File: src/hdl/cpu_defines.svh
`ifndef CPU_DEFINES_SVH
`define CPU_DEFINES_SVH

`define INSTR_W     32
`define OP_W        6
`define FUNCT_W     6
`define REG_W       5
`define SHAMT_W     5
`define IMM_W       16      // Overlays rd, shamt and funct

`define CLASS_W     4
`define ALU_FUNC_W  3
`define SFT_FUNC_W  2
`define BRANCH_W    3
`define JUMP_W      2
`define SIZE_W      2
`define REGDST_W    2

`endif

File: src/hdl/isa_pkg.sv
`include "cpu_defines.svh"

package isa_pkg;

    typedef enum logic [`OP_W-1:0] {
        OP_SPECIAL = 6'b000000, OP_REGIMM = 6'b000001, OP_J     = 6'b000010,
        OP_JAL     = 6'b000011, OP_BEQ    = 6'b000100, OP_BNE   = 6'b000101,
        OP_BLEZ    = 6'b000110, OP_BGTZ   = 6'b000111, OP_ADDI  = 6'b001000,
        OP_ADDIU   = 6'b001001, OP_SLTI   = 6'b001010, OP_SLTIU = 6'b001011,
        OP_ANDI    = 6'b001100, OP_ORI    = 6'b001101, OP_XORI  = 6'b001110,
        OP_LUI     = 6'b001111, OP_LB     = 6'b100000, OP_LH    = 6'b100001,
        OP_LW      = 6'b100011, OP_LBU    = 6'b100100, OP_LHU   = 6'b100101,
        OP_SB      = 6'b101000, OP_SH     = 6'b101001, OP_SW    = 6'b101011
    } opcode_t;

    typedef enum logic [`FUNCT_W-1:0] {
        FN_SLL     = 6'b000000, FN_SRL    = 6'b000010, FN_SRA   = 6'b000011,
        FN_SLLV    = 6'b000100, FN_SRLV   = 6'b000110, FN_SRAV  = 6'b000111,
        FN_JR      = 6'b001000, FN_JALR   = 6'b001001, FN_SYSCALL = 6'b001100,
        FN_BREAK   = 6'b001101, FN_SYNC   = 6'b001111, FN_ADD   = 6'b100000,
        FN_ADDU    = 6'b100001, FN_SUB    = 6'b100010, FN_SUBU  = 6'b100011,
        FN_AND     = 6'b100100, FN_OR     = 6'b100101, FN_XOR   = 6'b100110,
        FN_NOR     = 6'b100111, FN_SLT    = 6'b101010, FN_SLTU  = 6'b101011
    } funct_t;

    // Carried in the rt field under REGIMM
    typedef enum logic [`REG_W-1:0] {
        RI_BLTZ = 5'b00000, RI_BGEZ = 5'b00001, RI_BLTZAL = 5'b10000, RI_BGEZAL = 5'b10001
    } regimm_t;

    typedef struct packed {
        opcode_t             op;
        logic [`REG_W-1:0]   rs;
        logic [`REG_W-1:0]   rt;
        logic [`REG_W-1:0]   rd;
        logic [`SHAMT_W-1:0] shamt;
        funct_t              funct;
    } instr_t;

    typedef enum logic [`CLASS_W-1:0] {
        C_RALU, C_RSHIFT, C_RSHIFTV, C_IALU, C_LUI, C_LOAD,
        C_STORE, C_BRANCH, C_JUMP, C_TRAP, C_NOP, C_RESERVED
    } instr_class_t;

endpackage

File: src/hdl/ctrl_pkg.sv
`include "cpu_defines.svh"

package ctrl_pkg;

    typedef enum logic [`ALU_FUNC_W-1:0] {
        ALU_ADD, ALU_SUB, ALU_SLT, ALU_SLTU, ALU_AND, ALU_NOR, ALU_OR, ALU_XOR
    } alu_func_t;

    typedef enum logic [`SFT_FUNC_W-1:0] {
        SFT_LUI, SFT_SLL, SFT_SRA, SFT_SRL
    } sft_func_t;

    typedef enum logic {
        OUT_ALU, OUT_SFT
    } out_sel_t;

    typedef enum logic [`BRANCH_W-1:0] {
        BR_BEQ, BR_BNE, BR_BGEZ, BR_BGTZ, BR_BLEZ, BR_BLTZ, BR_BGEZAL, BR_BLTZAL
    } branch_t;

    typedef enum logic [`JUMP_W-1:0] {
        JMP_J, JMP_JR, JMP_JAL, JMP_JALR
    } jump_t;

    typedef enum logic [`SIZE_W-1:0] {
        SZ_BYTE, SZ_HALF, SZ_WORD
    } mem_size_t;

    typedef enum logic [`REGDST_W-1:0] {
        DST_RT, DST_RD, DST_RA    // RA is register 31
    } regdst_t;

    typedef struct packed {
        alu_func_t alu_func;
        sft_func_t sft_func;
        out_sel_t  out_sel;
        logic      alu_srcb_rt;
        logic      sft_srcb_rs;
        logic      imm_sign;
        logic      intovf_en;
    } exe_ctrl_t;

    typedef struct packed {
        logic      memreq;
        logic      memwr;
        mem_size_t size;
        logic      rdata_sign;
        logic      memtoreg;
    } mem_ctrl_t;

    typedef struct packed {
        logic    isbranch;
        branch_t branch;
        logic    isjump;
        jump_t   jump;
        logic    link;
        logic    brk;
        logic    syscall;
    } flow_ctrl_t;

    typedef struct packed {
        logic    regwrite;
        regdst_t regdst;
        logic    reserved;
    } wb_ctrl_t;

endpackage

File: src/hdl/instr_classifier.sv
`include "cpu_defines.svh"

module instr_classifier
(
    input  logic [`INSTR_W-1:0]   instr,
    output isa_pkg::instr_t       fields,
    output isa_pkg::instr_class_t iclass,
    output ctrl_pkg::wb_ctrl_t    wb
);
    import isa_pkg::*;
    import ctrl_pkg::*;

    assign fields = instr_t'(instr);

    always_comb
    begin
        case (fields.op)
            OP_SPECIAL:
            begin
                case (fields.funct)
                    FN_ADD, FN_ADDU, FN_SUB, FN_SUBU, FN_SLT,
                    FN_SLTU, FN_AND, FN_OR, FN_NOR, FN_XOR: iclass = C_RALU;
                    FN_SLL, FN_SRL, FN_SRA:    iclass = C_RSHIFT;
                    FN_SLLV, FN_SRLV, FN_SRAV: iclass = C_RSHIFTV;
                    FN_JR, FN_JALR:            iclass = C_JUMP;
                    FN_BREAK, FN_SYSCALL:      iclass = C_TRAP;
                    FN_SYNC:                   iclass = C_NOP;     // Treated as no-op
                    default:                   iclass = C_RESERVED;
                endcase
            end
            OP_REGIMM:
            begin
                case (fields.rt)
                    RI_BLTZ, RI_BGEZ, RI_BLTZAL, RI_BGEZAL: iclass = C_BRANCH;
                    default:                                iclass = C_RESERVED;
                endcase
            end
            OP_J, OP_JAL:                          iclass = C_JUMP;
            OP_BEQ, OP_BNE, OP_BLEZ, OP_BGTZ:      iclass = C_BRANCH;
            OP_ADDI, OP_ADDIU, OP_SLTI, OP_SLTIU,
            OP_ANDI, OP_ORI, OP_XORI:              iclass = C_IALU;
            OP_LUI:                                iclass = C_LUI;
            OP_LB, OP_LH, OP_LW, OP_LBU, OP_LHU:   iclass = C_LOAD;
            OP_SB, OP_SH, OP_SW:                   iclass = C_STORE;
            default:                               iclass = C_RESERVED;
        endcase
    end

    always_comb
    begin
        wb = '0;
        case (iclass)
            C_RALU, C_RSHIFT, C_RSHIFTV:
            begin
                wb.regwrite = 1'b1;
                wb.regdst   = DST_RD;
            end
            C_IALU, C_LUI, C_LOAD:
            begin
                wb.regwrite = 1'b1;
                wb.regdst   = DST_RT;
            end
            C_JUMP:
            begin
                if (fields.op == OP_JAL)
                begin
                    wb.regwrite = 1'b1;
                    wb.regdst   = DST_RA;
                end
                else if (fields.op == OP_SPECIAL && fields.funct == FN_JALR)
                begin
                    wb.regwrite = 1'b1;
                    wb.regdst   = DST_RD;    // Link register named by rd
                end
            end
            C_BRANCH:
            begin
                if (fields.op == OP_REGIMM && (fields.rt == RI_BGEZAL || fields.rt == RI_BLTZAL))
                begin
                    wb.regwrite = 1'b1;
                    wb.regdst   = DST_RA;
                end
            end
            C_RESERVED: wb.reserved = 1'b1;
            default: ;
        endcase
    end

endmodule

File: src/hdl/exe_decoder.sv
module exe_decoder
(
    input  isa_pkg::instr_class_t iclass,
    input  isa_pkg::instr_t       fields,
    output ctrl_pkg::exe_ctrl_t   exe
);
    import isa_pkg::*;
    import ctrl_pkg::*;

    always_comb
    begin
        exe = '0;
        case (iclass)
            C_RALU:
            begin
                exe.alu_srcb_rt = 1'b1;
                exe.intovf_en   = (fields.funct == FN_ADD) || (fields.funct == FN_SUB);
                case (fields.funct)
                    FN_SUB, FN_SUBU: exe.alu_func = ALU_SUB;
                    FN_SLT:          exe.alu_func = ALU_SLT;
                    FN_SLTU:         exe.alu_func = ALU_SLTU;
                    FN_AND:          exe.alu_func = ALU_AND;
                    FN_NOR:          exe.alu_func = ALU_NOR;
                    FN_OR:           exe.alu_func = ALU_OR;
                    FN_XOR:          exe.alu_func = ALU_XOR;
                    default:         exe.alu_func = ALU_ADD;
                endcase
            end
            C_RSHIFT, C_RSHIFTV:
            begin
                exe.out_sel     = OUT_SFT;
                exe.sft_srcb_rs = (iclass == C_RSHIFTV);    // Amount from rs
                case (fields.funct)
                    FN_SRA, FN_SRAV: exe.sft_func = SFT_SRA;
                    FN_SRL, FN_SRLV: exe.sft_func = SFT_SRL;
                    default:         exe.sft_func = SFT_SLL;
                endcase
            end
            C_IALU:
            begin
                exe.imm_sign  = fields.op inside {OP_ADDI, OP_ADDIU, OP_SLTI, OP_SLTIU};
                exe.intovf_en = (fields.op == OP_ADDI);
                case (fields.op)
                    OP_SLTI:  exe.alu_func = ALU_SLT;
                    OP_SLTIU: exe.alu_func = ALU_SLTU;
                    OP_ANDI:  exe.alu_func = ALU_AND;
                    OP_ORI:   exe.alu_func = ALU_OR;
                    OP_XORI:  exe.alu_func = ALU_XOR;
                    default:  exe.alu_func = ALU_ADD;
                endcase
            end
            C_LUI:
            begin
                exe.out_sel  = OUT_SFT;
                exe.sft_func = SFT_LUI;
            end
            C_LOAD, C_STORE:
            begin
                exe.alu_func = ALU_ADD;    // Base plus offset
                exe.imm_sign = 1'b1;
            end
            default: ;
        endcase
    end

endmodule

File: src/hdl/mem_decoder.sv
module mem_decoder
(
    input  isa_pkg::instr_class_t iclass,
    input  isa_pkg::instr_t       fields,
    output ctrl_pkg::mem_ctrl_t   mem
);
    import isa_pkg::*;
    import ctrl_pkg::*;

    always_comb
    begin
        mem = '0;
        if (iclass == C_LOAD || iclass == C_STORE)
        begin
            mem.memreq     = 1'b1;
            mem.memwr      = (iclass == C_STORE);
            mem.memtoreg   = (iclass == C_LOAD);
            mem.rdata_sign = fields.op inside {OP_LB, OP_LH, OP_LW};
            case (fields.op)
                OP_LB, OP_LBU, OP_SB: mem.size = SZ_BYTE;
                OP_LH, OP_LHU, OP_SH: mem.size = SZ_HALF;
                default:              mem.size = SZ_WORD;
            endcase
        end
    end

endmodule

File: src/hdl/flow_decoder.sv
module flow_decoder
(
    input  isa_pkg::instr_class_t iclass,
    input  isa_pkg::instr_t       fields,
    output ctrl_pkg::flow_ctrl_t  flow
);
    import isa_pkg::*;
    import ctrl_pkg::*;

    always_comb
    begin
        flow = '0;
        case (iclass)
            C_BRANCH:
            begin
                flow.isbranch = 1'b1;
                case (fields.op)
                    OP_BEQ:  flow.branch = BR_BEQ;
                    OP_BNE:  flow.branch = BR_BNE;
                    OP_BGTZ: flow.branch = BR_BGTZ;
                    OP_BLEZ: flow.branch = BR_BLEZ;
                    default:
                    begin
                        case (fields.rt)    // REGIMM group
                            RI_BGEZ:   flow.branch = BR_BGEZ;
                            RI_BGEZAL: flow.branch = BR_BGEZAL;
                            RI_BLTZAL: flow.branch = BR_BLTZAL;
                            default:   flow.branch = BR_BLTZ;
                        endcase
                    end
                endcase
                flow.link = (flow.branch == BR_BGEZAL) || (flow.branch == BR_BLTZAL);
            end
            C_JUMP:
            begin
                flow.isjump = 1'b1;
                if (fields.op == OP_J)
                    flow.jump = JMP_J;
                else if (fields.op == OP_JAL)
                    flow.jump = JMP_JAL;
                else if (fields.funct == FN_JALR)
                    flow.jump = JMP_JALR;
                else
                    flow.jump = JMP_JR;
                flow.link = (flow.jump == JMP_JAL) || (flow.jump == JMP_JALR);
            end
            C_TRAP:
            begin
                flow.brk     = (fields.funct == FN_BREAK);
                flow.syscall = (fields.funct == FN_SYSCALL);
            end
            default: ;
        endcase
    end

endmodule

File: src/hdl/ctrl_stage_reg.sv
module ctrl_stage_reg #(
    parameter type payload_t = logic
)
(
    input  logic     clk,
    input  logic     rst,
    input  logic     stall,
    input  logic     flush,
    input  payload_t d,
    output payload_t q
);

    always_ff @(posedge clk)
    begin
        if (rst || flush)    // Flush wins over stall
            q <= '0;
        else if (!stall)
            q <= d;
    end

endmodule

File: src/hdl/decode_stage.sv
`include "cpu_defines.svh"

module decode_stage
(
    input  logic                 clk,
    input  logic                 rst,
    input  logic [`INSTR_W-1:0]  instr,
    input  logic                 stall,
    input  logic                 flush,
    output ctrl_pkg::exe_ctrl_t  exe,
    output ctrl_pkg::mem_ctrl_t  mem,
    output ctrl_pkg::flow_ctrl_t flow,
    output ctrl_pkg::wb_ctrl_t   wb
);
    import isa_pkg::*;
    import ctrl_pkg::*;

    instr_t       fields;
    instr_class_t iclass;
    exe_ctrl_t    exe_d;
    mem_ctrl_t    mem_d;
    flow_ctrl_t   flow_d;
    wb_ctrl_t     wb_d;

    instr_classifier classifier_i (.instr(instr), .fields(fields), .iclass(iclass), .wb(wb_d));

    exe_decoder  exe_dec_i  (.iclass(iclass), .fields(fields), .exe(exe_d));
    mem_decoder  mem_dec_i  (.iclass(iclass), .fields(fields), .mem(mem_d));
    flow_decoder flow_dec_i (.iclass(iclass), .fields(fields), .flow(flow_d));

    ctrl_stage_reg #(.payload_t(exe_ctrl_t)) exe_reg_i (
        .clk(clk), .rst(rst), .stall(stall), .flush(flush), .d(exe_d), .q(exe)
    );

    ctrl_stage_reg #(.payload_t(mem_ctrl_t)) mem_reg_i (
        .clk(clk), .rst(rst), .stall(stall), .flush(flush), .d(mem_d), .q(mem)
    );

    ctrl_stage_reg #(.payload_t(flow_ctrl_t)) flow_reg_i (
        .clk(clk), .rst(rst), .stall(stall), .flush(flush), .d(flow_d), .q(flow)
    );

    ctrl_stage_reg #(.payload_t(wb_ctrl_t)) wb_reg_i (
        .clk(clk), .rst(rst), .stall(stall), .flush(flush), .d(wb_d), .q(wb)
    );

endmodule

File: config.mk
export PLATFORM = sky130hd
export DESIGN_NAME = decode_stage
export DESIGN_NICKNAME = d
export VERILOG_FILES = /design/src/hdl/isa_pkg.sv /design/src/hdl/ctrl_pkg.sv /design/src/hdl/instr_classifier.sv /design/src/hdl/exe_decoder.sv /design/src/hdl/mem_decoder.sv /design/src/hdl/flow_decoder.sv /design/src/hdl/ctrl_stage_reg.sv /design/src/hdl/decode_stage.sv
export VERILOG_INCLUDE_DIRS = /design/src /design/src/hdl
export SDC_FILE = /design/constraint.sdc
export NUM_CORES = 1
export LEC_CHECK = 0
export ABC_AREA = 1
export ABC_CLOCK_PERIOD_IN_PS = 1800
export BUFFER_PORTS_ARGS = -buffer_cell sky130_fd_sc_hd__buf_4
export CORE_ASPECT_RATIO = 0.9
export CORE_MARGIN = 2
export CORE_UTILIZATION = 50
export CTS_BUF_LIST = sky130_fd_sc_hd__clkbuf_4 sky130_fd_sc_hd__clkbuf_8
export CTS_CLUSTER_DIAMETER = 50
export CTS_CLUSTER_SIZE = 28
export DETAILED_ROUTE_END_ITERATION = 8
export HOLD_SLACK_MARGIN = 0.08
export PLACE_DENSITY = 0.92
export SYNTH_ARGS = -nofsm -noshare
export SYNTH_HDL_FRONTEND = slang
export SYNTH_SLANG_ARGS = --single-unit
File: constraint.sdc
create_clock -name clk -period 1.8 [get_ports clk]
set_clock_uncertainty 0.2 [all_clocks]
set_input_delay 0.18 -clock clk [delete_from_list [all_inputs] [get_ports clk]]
set_output_delay 0.18 -clock clk [all_outputs]
set_load 0.01 [all_outputs]
==> metrics.md <==
| Metric | Value |
|---|---|
| Final worst-path cycle share | around 90% |
| Seq/Total Area, Yosys | 33.6% |
| Most frequent cell after synthesis | nand2_1 |
| Initial core utilization | between 50% and 60% |
| Data arrival, critical path | approximately 1.7 ns |
| Peak supply drop | between 0.4 and 0.5 mV |
| Max Freq | 604 MHz |
| Post-Place Cells | about 390 |
| Worst r2r path cells | 4 |
| DRT antenna net count | 0 |
| N_diodes | 0 |
| Die extent in y | 60.7 um |
| P&R area growth vs syn | 40.5% |
| CTS tree | built |
| Worst slew pin tran | 0.709 ns |
| CP cell instances | dlygate4sd3_1, buf_4, buf_4, nor3_1, nand3_1, a21oi_1 |
| Fillers | approximately 300 |
| Normalized max-slew margin | 52.7% |
| Die Wd | around 67 um |
| Synth warnings | 0 |
| Pwr Total | about 1600 uW |
| Crit. End Element | flip-flop |
| Final Wtd Congestion | 0.899 |
| Root buf cell | clkbuf_8 |
| Final hold violation count | 0 |
| Post-synthesis cell type count | 26 |
| Status | completed |
| Vias in the first global route | ~1,800 |
| Pre-antenna DRT Iters | 4 |
| Net Sw Frac | ~28% |
| Design Area, Final | around 2500 sq um |
| Switching power | about 440 uW |
| Slew Limit Fails | 0 |
| Final Setup Violations | 0 |
| Slowest cell on the critical path | dlygate4sd3_1 |
| Clk pwr share | between 30% and 40% |
| DR DRC count | 0 |
| Finished Layout Cells | about 400 |
| CP max stage delay | 0.53 ns |
| #FFs+latches synth | 30 |
| Synth top cells by count | nand2_1 (70), a21oi_1 (31), dfxtp_1 (30) |
| Gr ovfl total | 0 |
| Cell taking the most area after synthesis | dfxtp_1 |
| Initial DRC count | 146 |
| Clk slew on worst S/H paths | about 0.060 ns |
| Cell-internal power | about 1100 uW |
| Ys async rst share | 0% |
| Post-synthesis cell count | 280 |
| Post-synth net total | 316 |
| Setup TNS | 0 ns |
| Initial antenna violation count | 0 |
| Placed Area | approximately 2400 sq um |
| Core Rows | 20 |
| Number of synthesized flops with an enable pin | 0 |
| Final WL | ~4800 um |
| Register area | 601 sq um |
| Most used DFF post-synth | dfxtp_1 |
| I/O pin count | 66 |
| Pwr Density | approximately 620 nW/um^2 |
| Proportion of layout cells with a drive suffix above 1 | about 33% |
| Wire per inst | around 12 um |
| DR vias/cell | between 5 and 6 |
| Number of max-cap violations | 0 |
| Placeable core region | 3400 sq um |
| Synth top area share | between 30% and 40% |
| Leakage | between 0.001 and 0.0015 uW |
| Vias | around 2,100 |
| Clock period minus worst slack | 1.66 ns |
| Die area | a little over 4000 sq um |
| Largest net degree at the start of global routing | 24 |
| CTS H-tree depth | 2 |
| Final Net Count | ~400 |
| Top post-synthesis cells by area | dfxtp_1 (34%), nand2_1 (15%), a21oi_1 (8.7%) |
| Max Buffers Root-to-Sink | 2 |
| Cts bufs inserted | 5 |
| Postcts setup bufs | 0 |
| Sequential power share | a little over two fifths |
| Combinational power share | between 20% and 30% |
| Setup CP Type | input port to flip-flop |
| Hold Crit Depth | 4 |
| RSZ-0062 raised after global routing | false |
| Syn Area/Cell | 6.39 sq um |
| Buffers on Ports | 50 |
| CTS Sinks | 30 |
| Critical path launch point type | input port |
| Pre-CTS setup slack | -0.0875 ns |
| Critical Path RT | 1.80 ns |
| Most frequent CP cell | buf_4 |
| Footprint of the multi-input gates | 1030 sq um |
| Post-Syn Area | between 1500 and 2000 sq um |
| Worst hold path type | input port to flip-flop |
| Setup ws final | roughly 0.14 ns |
| First-pass GRT wire length | around 7900 um |
| Clk Latency, worst-skew pair | ~0.27 ns |
| Dpl hpwl | between 3000 and 4000 um |
| Worst Path Max Fanout | 20 |
| GRT Overall Usage | between 20% and 30% |
-- layout make-up --
type | instances | area share, %
timing repair buffer | 79 | 23.9
sequential | 30 | 23.9
multi-input combinational | 207 | 41.0
tap | 44 | 2.19
clock inverter | 1 | 0.199
inverter | 35 | 5.23
clock buffer | 7 | 3.59
-- metrics by stage --
step,hold slack [ns],utilization [%]
final,0.0872,73.8
after global routing,0.104,73.8
after CTS,0.0814,73.7
after detailed placement,0.258,70.0
after global placement,0.253,70.0
after floorplan,0.168,-
-- metal layers --
layer,wire (um),vias up,track usage (%),part of all wire [%]
met4,42,0,6.41,0.87
met5,0,-,0,0
met2,2290,80,46.0,48
li1,-,1068,-,-
met3,360,7,4.45,7.5
met1,2120,961,31.9,44
-- state kept, by name (all words and copies together), names as in the netlist --
name and flops:
mem_reg_i.q 6, exe_reg_i.q 10, flow_reg_i.q 10, wb_reg_i.q 4
-- power by group through the flow --
stage          sequential, uW  combinational (uW)  clock, uW
2_1_floorplan             698                 166          0
3_3_place_gp              693                 296          0
3_5_place_dp              694                 303          0
4_1_cts                   679                 310        575
5_1_grt                   680                 346        600
6_report                  679                 314        574
-- cells by family after synthesis --
logic type | share of synthesized area [%]
DFF | 33.6
AOI/OAI and AO/OA | 14.1
buffers and inverters | 9.10
and+or+nand+nor | 43.2
-- final timing paths --
check,from,endpoint,slack (ns)
setup / recovery,stall,flow_reg_i.q[0]$_SDFFE_PP0N_,0.14
hold / removal,instr[30],mem_reg_i.q[2]$_SDFFE_PP0N_,0.09
setup reg to reg,mem_reg_i.q[0]$_SDFFE_PP0N_,mem_reg_i.q[0]$_SDFFE_PP0N_,0.82
hold reg to reg,flow_reg_i.q[4]$_SDFFE_PP0N_,flow_reg_i.q[4]$_SDFFE_PP0N_,0.27
-- cell usage in the layout, fill, tap and decap left out, types with 7 or more instances in the layout --
cell type and instances:
nor2_1 27, inv_1 24, o21ai_0 10, nor2_2 9, dfxtp_1 30, a21oi_1 31
nand3_1 28, nand2_1 70, buf_4 76, nor2_4 7, inv_2 10
-- worst max-delay path: cells and delay by family --
kind                   cells  cell delay, ns
AO/OA/AOI/OAI              1            0.13
buffers and inverters      3            0.95
AND/OR/NAND/NOR            2            0.39
-- repair_timing --
| action | in CTS | in global routing |
|---|---|---|
| resized for setup | 0 | 1 |
| hold buffers | 3 | 0 |
| setup endpoints to repair | 0 | 1 |
| endpoints found under the hold margin | 6 | 0 |
No activity file was read; power rests on OpenSTA's default activity.
